**src/mem_pkg.sv**
```systemverilog
/*
 * CPU-side definitions for the external memory block
 * Word and byte address types, port select encoding
 */

package mem_pkg;

	// ========================================================================
	// Widths seen by the CPU
	// ========================================================================

	localparam int word_w = 32;                  // CPU data word
	localparam int cpu_addr_w = 32;              // CPU byte address

	typedef logic [word_w-1:0]     word_t;       // One CPU word
	typedef logic [cpu_addr_w-1:0] cpu_addr_t;   // Byte address, only 23..2 used off chip

	// ========================================================================
	// Port select
	// ========================================================================

	// Which CPU port an access belongs to
	typedef enum logic {
		port_instr = 1'b0,                       // Instruction fetch, always a read
		port_data  = 1'b1                        // Data load or store
	} port_t;

endpackage

```
**src/sram_pkg.sv**
```systemverilog
/*
 * Pin-side definitions for the asynchronous pseudo-SRAM
 * Address and data widths, half selector, sequencer states
 */

package sram_pkg;

	localparam int sram_addr_w = 23;             // Half-word address pins 23..1
	localparam int half_w = 16;                  // Data pins

	// Part of the CPU byte address that selects an SRAM word
	localparam int word_addr_hi = 23;
	localparam int word_addr_lo = 2;

	typedef logic [sram_addr_w-1:0] sram_addr_t; // Value on the address pins
	typedef logic [half_w-1:0]      half_t;      // One half-word on the data pins

	// Which half of a word a phase moves, encoded as the address LSB
	typedef enum logic {
		half_upper = 1'b0,                       // Bits 31..16, even address, goes first
		half_lower = 1'b1                        // Bits 15..0, odd address, goes second
	} half_sel_t;

	// Half-word sequencer
	typedef enum logic [1:0] {
		seq_idle  = 2'd0,                        // No access in flight
		seq_upper = 2'd1,                        // Upper half phase
		seq_lower = 2'd2                         // Lower half phase
	} seq_state_t;

endpackage

```
**src/mod_access_decode.sv**
```systemverilog
/*
 * Access arbitration between instruction and data ports
 * Data ahead of instruction, one served flag per port
 */

`timescale 1ns/100ps

module mod_access_decode (
	input  logic              clk,
	input  logic              rst,
	input  logic              ie,         // Instruction request level
	input  logic              de,         // Data request level
	input  mem_pkg::cpu_addr_t iaddr,
	input  mem_pkg::cpu_addr_t daddr,
	input  logic              drw,        // Data write when high
	input  mem_pkg::word_t    din,
	input  logic              busy,       // Sequencer has an access in flight
	output logic              go,         // One-cycle start pulse
	output mem_pkg::port_t    acc_port,
	output logic              acc_write,
	output mem_pkg::cpu_addr_t acc_addr,
	output mem_pkg::word_t    acc_wdata,
	output logic              pending     // Some request still unserved
);

	logic served_i;                       // Instruction request already handled
	logic served_d;                       // Data request already handled
	logic req_i;
	logic req_d;
	logic sel_data;

	// Requests that still need an access
	assign req_i = ie && !served_i;
	assign req_d = de && !served_d;

	assign pending = req_i || req_d;
	assign go      = pending && !busy;    // Only start when the sequencer is free

	// Data wins over instruction
	assign sel_data = req_d;

	// Chosen access, captured by the sequencer on the go edge
	assign acc_port  = sel_data ? mem_pkg::port_data : mem_pkg::port_instr;
	assign acc_write = sel_data && drw;   // Fetches never write
	assign acc_addr  = sel_data ? daddr : iaddr;
	assign acc_wdata = din;

	// ========================================================================
	// Served flags, one per request episode
	// ========================================================================

	// Set when the port is accepted, cleared as soon as its level drops
	always_ff @(posedge clk) begin
		if (rst) begin
			served_i <= 1'b0;
			served_d <= 1'b0;
		end else begin
			served_d <= de && (served_d || (go && sel_data));
			served_i <= ie && (served_i || (go && !sel_data));
		end
	end

endmodule

```
**src/mod_sram_seq.sv**
```systemverilog
/*
 * Half-word sequencer for the asynchronous SRAM
 * Two timed phases per word, pin drive, read sampling
 */

`timescale 1ns/100ps

module mod_sram_seq #(
	parameter int wait_cycles = 3             // Clocks per half-word phase, 2 or more
) (
	input  logic                 clk,
	input  logic                 rst,
	input  logic                 go,
	input  mem_pkg::port_t       acc_port,
	input  logic                 acc_write,
	input  mem_pkg::cpu_addr_t   acc_addr,
	input  mem_pkg::word_t       acc_wdata,
	input  sram_pkg::half_t      sram_dq_in,
	output logic                 busy,
	output logic                 done,        // Last cycle of an access
	output logic                 half_valid,  // Read half sampled this cycle
	output sram_pkg::half_sel_t  half_sel,
	output mem_pkg::port_t       half_port,
	output sram_pkg::half_t      half_data,
	output sram_pkg::sram_addr_t sram_addr,
	output sram_pkg::half_t      sram_dq_out,
	output logic                 sram_dq_oe,
	output logic                 sram_we      // Active low
);

	localparam int cnt_w = $clog2(wait_cycles);
	localparam int wa_w = sram_pkg::word_addr_hi - sram_pkg::word_addr_lo + 1;

	sram_pkg::seq_state_t state;
	logic [cnt_w-1:0]     cnt;                // Cycle within the phase

	// Latched access
	logic [wa_w-1:0]      a_addr;             // SRAM word address
	mem_pkg::word_t       a_wdata;
	mem_pkg::port_t       a_port;
	logic                 a_write;

	// Current view, valid in the go cycle too
	logic                 launch;             // Go cycle, doubles as first upper cycle
	logic                 active;
	logic                 phase_last;
	logic [wa_w-1:0]      cur_addr;
	mem_pkg::word_t       cur_wdata;
	logic                 cur_write;
	sram_pkg::half_sel_t  cur_sel;

	// ========================================================================
	// Phase control
	// ========================================================================

	assign launch     = (state == sram_pkg::seq_idle) && go;
	assign active     = launch || busy;
	assign busy       = (state != sram_pkg::seq_idle);
	assign phase_last = busy && (cnt == cnt_w'(wait_cycles - 1));
	assign done       = (state == sram_pkg::seq_lower) && phase_last;

	always_ff @(posedge clk) begin
		if (rst) begin
			state <= sram_pkg::seq_idle;
			cnt   <= '0;
		end else begin
			case (state)
				sram_pkg::seq_idle: begin
					if (go) begin
						state <= sram_pkg::seq_upper;
						cnt   <= cnt_w'(1);       // Go cycle counts as upper cycle 0
					end
				end
				sram_pkg::seq_upper: begin
					if (phase_last) begin
						state <= sram_pkg::seq_lower;
						cnt   <= '0;
					end else begin
						cnt <= cnt + 1'b1;
					end
				end
				sram_pkg::seq_lower: begin
					if (phase_last) begin
						state <= sram_pkg::seq_idle;  // Word finished
						cnt   <= '0;
					end else begin
						cnt <= cnt + 1'b1;
					end
				end
				default: state <= sram_pkg::seq_idle;
			endcase
		end
	end

	// Access fields held for the whole word
	always_ff @(posedge clk) begin
		if (launch) begin
			a_addr  <= acc_addr[sram_pkg::word_addr_hi:sram_pkg::word_addr_lo];
			a_wdata <= acc_wdata;
			a_port  <= acc_port;
			a_write <= acc_write;
		end
	end

	// ========================================================================
	// Pin drive
	// ========================================================================

	assign cur_addr  = launch ? acc_addr[sram_pkg::word_addr_hi:sram_pkg::word_addr_lo] : a_addr;
	assign cur_wdata = launch ? acc_wdata : a_wdata;
	assign cur_write = launch ? acc_write : a_write;
	assign cur_sel   = (state == sram_pkg::seq_lower) ? sram_pkg::half_lower
	                                                  : sram_pkg::half_upper;

	assign sram_addr   = {cur_addr, (cur_sel == sram_pkg::half_lower)};  // LSB picks the half
	assign sram_dq_out = (cur_sel == sram_pkg::half_upper) ? cur_wdata[31:16] : cur_wdata[15:0];
	assign sram_dq_oe  = active && cur_write;   // Whole phase on writes
	assign sram_we     = !(active && cur_write && !phase_last);  // Rises on the last cycle

	// Read sample at the end of each phase
	assign half_valid = phase_last && !a_write;
	assign half_sel   = cur_sel;
	assign half_port  = a_port;
	assign half_data  = sram_dq_in;

endmodule

```
**src/mod_read_return.sv**
```systemverilog
/*
 * Read word assembly
 * Upper half staging, held result registers per port
 */

`timescale 1ns/100ps

module mod_read_return (
	input  logic                clk,
	input  logic                rst,
	input  logic                half_valid,  // Half-word sampled this cycle
	input  sram_pkg::half_sel_t half_sel,
	input  mem_pkg::port_t      half_port,
	input  sram_pkg::half_t     half_data,
	input  logic                done,        // Closing cycle of the word
	output mem_pkg::word_t      iout,
	output mem_pkg::word_t      dout
);

	sram_pkg::half_t upper_q;                // Upper half waiting for its partner
	mem_pkg::word_t  word;
	logic            load;

	assign word = {upper_q, half_data};
	// Lower half on the closing cycle completes the word
	assign load = half_valid && done && (half_sel == sram_pkg::half_lower);

	// Staging register
	always_ff @(posedge clk) begin
		if (half_valid && (half_sel == sram_pkg::half_upper))
			upper_q <= half_data;
	end

	// ========================================================================
	// Result registers, held until the next read on the same port
	// ========================================================================

	always_ff @(posedge clk) begin
		if (rst) begin
			iout <= '0;
			dout <= '0;
		end else if (load) begin
			if (half_port == mem_pkg::port_data)
				dout <= word;
			else
				iout <= word;                    // Other port keeps its value
		end
	end

endmodule

```
**src/mod_sram.sv**
```systemverilog
/*
 * External memory block top level
 * Arbitration, half-word sequencer, read return, static pins
 */

`timescale 1ns/100ps

module mod_sram #(
	parameter int wait_cycles = 3             // Clocks per half-word phase
) (
	input  logic                 clk,
	input  logic                 rst,
	input  logic                 ie,
	input  logic                 de,
	input  mem_pkg::cpu_addr_t   iaddr,
	input  mem_pkg::cpu_addr_t   daddr,
	input  logic                 drw,
	input  mem_pkg::word_t       din,
	input  sram_pkg::half_t      sram_dq_in,
	output mem_pkg::word_t       iout,
	output mem_pkg::word_t       dout,
	output logic                 cpu_stall,
	output logic                 sram_clk,
	output logic                 sram_adv,
	output logic                 sram_cre,
	output logic                 sram_ce,
	output logic                 sram_oe,
	output logic                 sram_lb,
	output logic                 sram_ub,
	output logic                 sram_we,
	output sram_pkg::sram_addr_t sram_addr,
	output sram_pkg::half_t      sram_dq_out,
	output logic                 sram_dq_oe
);

	// Decode to sequencer
	logic                go;
	mem_pkg::port_t      acc_port;
	logic                acc_write;
	mem_pkg::cpu_addr_t  acc_addr;
	mem_pkg::word_t      acc_wdata;
	logic                pending;
	logic                busy;

	// Sequencer to read return
	logic                done;
	logic                half_valid;
	sram_pkg::half_sel_t half_sel;
	mem_pkg::port_t      half_port;
	sram_pkg::half_t     half_data;

	// ========================================================================
	// Static SRAM pins, asynchronous mode
	// ========================================================================

	assign sram_clk = 1'b0;
	assign sram_adv = 1'b0;
	assign sram_cre = 1'b0;
	assign sram_ce  = 1'b0;
	assign sram_oe  = 1'b0;                // A low sram_we takes priority
	assign sram_lb  = 1'b0;                // Both byte lanes always on
	assign sram_ub  = 1'b0;

	// Stall from the first request cycle until the word is done
	assign cpu_stall = pending || busy;

	mod_access_decode u_decode (
		.clk       (clk),
		.rst       (rst),
		.ie        (ie),
		.de        (de),
		.iaddr     (iaddr),
		.daddr     (daddr),
		.drw       (drw),
		.din       (din),
		.busy      (busy),
		.go        (go),
		.acc_port  (acc_port),
		.acc_write (acc_write),
		.acc_addr  (acc_addr),
		.acc_wdata (acc_wdata),
		.pending   (pending)
	);

	mod_sram_seq #(
		.wait_cycles (wait_cycles)
	) u_seq (
		.clk         (clk),
		.rst         (rst),
		.go          (go),
		.acc_port    (acc_port),
		.acc_write   (acc_write),
		.acc_addr    (acc_addr),
		.acc_wdata   (acc_wdata),
		.sram_dq_in  (sram_dq_in),
		.busy        (busy),
		.done        (done),
		.half_valid  (half_valid),
		.half_sel    (half_sel),
		.half_port   (half_port),
		.half_data   (half_data),
		.sram_addr   (sram_addr),
		.sram_dq_out (sram_dq_out),
		.sram_dq_oe  (sram_dq_oe),
		.sram_we     (sram_we)
	);

	mod_read_return u_return (
		.clk        (clk),
		.rst        (rst),
		.half_valid (half_valid),
		.half_sel   (half_sel),
		.half_port  (half_port),
		.half_data  (half_data),
		.done       (done),
		.iout       (iout),
		.dout       (dout)
	);

endmodule

```
**config.mk**
```make
export PLATFORM = sky130hd
export DESIGN_NAME = mod_sram
export DESIGN_NICKNAME = d
export VERILOG_FILES = /design/src/mem_pkg.sv /design/src/sram_pkg.sv /design/src/mod_access_decode.sv /design/src/mod_sram_seq.sv /design/src/mod_read_return.sv /design/src/mod_sram.sv
export SDC_FILE = /design/constraint.sdc
export NUM_CORES = 1
export LEC_CHECK = 0
export BUFFER_PORTS_ARGS = -buffer_cell sky130_fd_sc_hd__buf_2
export CORE_MARGIN = 3
export CORE_UTILIZATION = 30
export CTS_BUF_LIST = sky130_fd_sc_hd__clkbuf_4
export CTS_CLUSTER_SIZE = 20
export DETAILED_ROUTE_END_ITERATION = 7
export SYNTH_ARGS = -nofsm -noshare
export SYNTH_HDL_FRONTEND = slang
export SYNTH_SLANG_ARGS = --single-unit
```
**constraint.sdc**
```tcl
create_clock -name clk -period 2.72 [get_ports clk]
set_input_delay 0.816 -clock clk [delete_from_list [all_inputs] [get_ports clk]]
set_output_delay 0.816 -clock clk [all_outputs]
set_load 0.05 [all_outputs]
```
==> metrics.csv <==
metric,value,unit
CTS Hold Bufs,0,
Avg Vias per Cell,4.62,
Synth Instances,529,
hold slack,0.458,ns
Fmax,0.314,GHz
Critical Path AT,2.37,ns
via count,4593,
#FFs+latches synth,142,
crit path kind,in -> out,
critical path required time,1.90,ns
Longest Clk Path Bufs,2,
layout cells sized above 1,0.471,
failing checks,setup timing,
CTS H-tree lvls,4,
Clock Tree Root,clkbuf_4,
post-synthesis sequential area ratio,0.562,
Area contributors post-synth,"dfxtp_1 47%, edfxtp_1 9.5%, nand2_1 9.1%",
Seq pwr share,0.359,
I/O Pins,230,
"Cell Chain, Critical Path",buf_2 > and2b_1 > o21ai_4 > buf_6 > buf_16 > mux2_2 > mux2_4 > buf_6,
Worst-path clk slew,0.12,ns
final hold vios,0,
PD cells,997,nW/µm²
switching share of power,0.392,
most frequent cells in the layout,"173 x buf_2, 130 x nand2_1, 121 x dfxtp_1",
PnR worst setup slack,-0.467,ns
Synth Area in Compound Gates,0.116,
core area,17400,µm²
CTS tree,yes,
setup tns final,-13.23,ns
Syn Std Cell Area,5370,µm²
outcome,"finished, violations left",
die area,19500,µm²
Critical Path Start Type,input pin,
Slew headroom,0.648,
Psw,2.94,mW
Die Width,140,µm
area share of and/or/nand/nor cells after synthesis,0.133,
power share of the clock group,0.186,
worst slew pin tran,0.528,ns
drt wl/cell,15.5,µm
yosys warns,0,
CP max FO,7,
cell family with the largest share of critical-path delay,multiplexers,
Max Slew Vio Count,0,
number of fill cells,1699,
Hold Crit Class,reg -> reg,
clk_lat worst skew,0.51,ns
"Max stage delay cell, worst path",mux2_2,
"EDFF count, synth",17,
crit path buf inv count,4,
cell taking the most area after synthesis,dfxtp_1,
combinational fraction of design power,0.455,
"Core Util, Final",0.431,
Pre-antenna DRT Iters,5,
area of the multi-input gates,2130,µm²
largest net degree at the start of global routing,38,
Layout Cells excl Fill,994,
Worst VDD drop,0.756,mV
post-synthesis mux area share,0.112,
"commonest non-fill, non-tap cell in the layout",buf_2,
crit path time final,3.19,ns
setup violators final,40,
period utilisation layout,1.17,
asr flop ratio synth,0,
xor and xnor area share after synthesis,0,
# rows,48,
GR Util All Layers,0.149,
Post-DP HPWL,10300,µm
Overflow after GRT,0,
Synth Flop Type,dfxtp_1,
Max stage delay on crit path,0.34,ns
largest family of logic cells by synthesized area,simple AND/OR/NAND/NOR gates,
clk sinks,142,
die height,140,µm
first-pass GRT wire length,23300,µm
Port Buffer Count,202,
Most Frequent Cell on Critical Path,buf_6,
P_int,4.55,mW
drt initial violations,319,
vias in the first global route,4428,
Post-Synth Adder-Cell Area,0.00933,
Starting Density,0.308,
"Avg Cell Area, Syn",10.1,µm²
RSZ-0062 raised after global routing,true,
Worst Skew,0.0242,ns
Area Overhead vs Synth,40.0,%
max_cap viols,0,
placed insts,945,
area share of the largest cell type after synthesis,0.466,
CP endpoint kind,output port,
Synth cell types,39,
total length of routed wires,15400,µm
Setup Slack @ Placement,-0.472,ns
NumNets Final,876,
Placer Congestion,0.739,
initial antenna violation count,1,
remaining antenna violation count,0,
Pleak,3.35,nW
CTS Buf Count,17,
DRC violations left,0,
Reg area,3020,µm²
registers in the layout (all words and copies together), names as in the netlist:
name	count
u_decode.served_d	1
u_decode.served_i	1
u_return.dout	32
u_return.iout	32
u_return.upper_q	16
u_seq.a_addr	22
u_seq.a_wdata	32
u_seq.a_write	1
u_seq.cnt	2
u_seq.half_port	1
u_seq.state	2
worst paths after layout:
kind / end / depth (start not counted) / slack (ns) / from
worst max-delay path: sram_dq_out[0] / 8 / -0.47 / ie
worst min register to register: u_return.dout[25] / 2 / 0.46 / u_return.dout[25]
worst max register to register: u_return.dout[1] / 9 / 0.59 / u_seq.state[1]
worst min-delay path: u_return.dout[25] / 2 / 0.46 / u_return.dout[25]
synth_stat cells (2+ instances only):
cell	n
mux2_2	34
clkbuf_1	19
nand3_1	4
buf_6	3
nand2b_1	6
nand2_1	130
dfxtp_1	125
a31oi_1	2
and3b_1	2
a21oi_1	65
inv_1	27
o21ai_0	3
ha_1	4
edfxtp_1	17
nor3b_1	2
buf_4	14
a222oi_1	22
and3_1	2
buf_2	8
mux2_4	14
nor2_1	8
kinds of logic (layout without fill, tap and decap cells):
family | Yosys count | in the layout
other cells | 1 | 8
buf+inv | 72 | 305
mux | 49 | 49
compound gates | 98 | 98
fa+ha+maj | 4 | 4
simple gates | 163 | 163
flops | 142 | 142
worst reg2reg max path: stages (launching register included):
cell,delay [ns]
dfxtp_2,0.35
inv_2,0.05
buf_4,0.12
buf_4,0.13
ha_2,0.23
nor4b_4,0.36
and3_1,0.19
buf_4,0.33
nand2_1,0.16
a21oi_1,0.14
routing by layer:
layer	GRT usage	part of all wire	vias to the layer above
li1	-	-	2252
met1	0.188	0.43	2155
met2	0.238	0.48	171
met3	0.0543	0.079	15
met4	0.0439	0.013	0
met5	0	0	-
power groups by stage:
stage	combinational (mW)	clock [mW]	sequential [mW]
global placement	2.80	0	2.72
CTS	3.23	1.45	2.68
global route	3.59	1.56	2.72
floorplan	2.24	0	2.68
finish	3.41	1.39	2.69
detailed placement	2.82	0	2.72
per-stage QoR:
step | power (mW) | instance area (µm²)
6_report | 7.49 | 7510
5_1_grt | 7.87 | 7510
4_1_cts | 7.36 | 7320
3_5_place_dp | 5.54 | 6760
3_3_place_gp | 5.52 | 6760
2_1_floorplan | 4.92 | 5460
timing repair:
action,4_1_cts,5_1_grt
setup buffers,6,7
endpoints found under the setup margin,41,41
pin swaps,3,5
resized for setup,58,39
endpoints found under the hold margin,0,0
gates cloned,3,3
cell type report:
| class | count | share of cell area |
|---|---|---|
| antenna | 1 | 0.000333 |
| timing repair buffer | 245 | 0.223 |
| clock inverter | 14 | 0.0207 |
| clock buffer | 18 | 0.0180 |
| inverter | 28 | 0.0150 |
| tap | 225 | 0.0375 |
| sequential | 142 | 0.402 |
| multi-input combinational | 321 | 0.283 |
(Power assumes the default switching activity.)
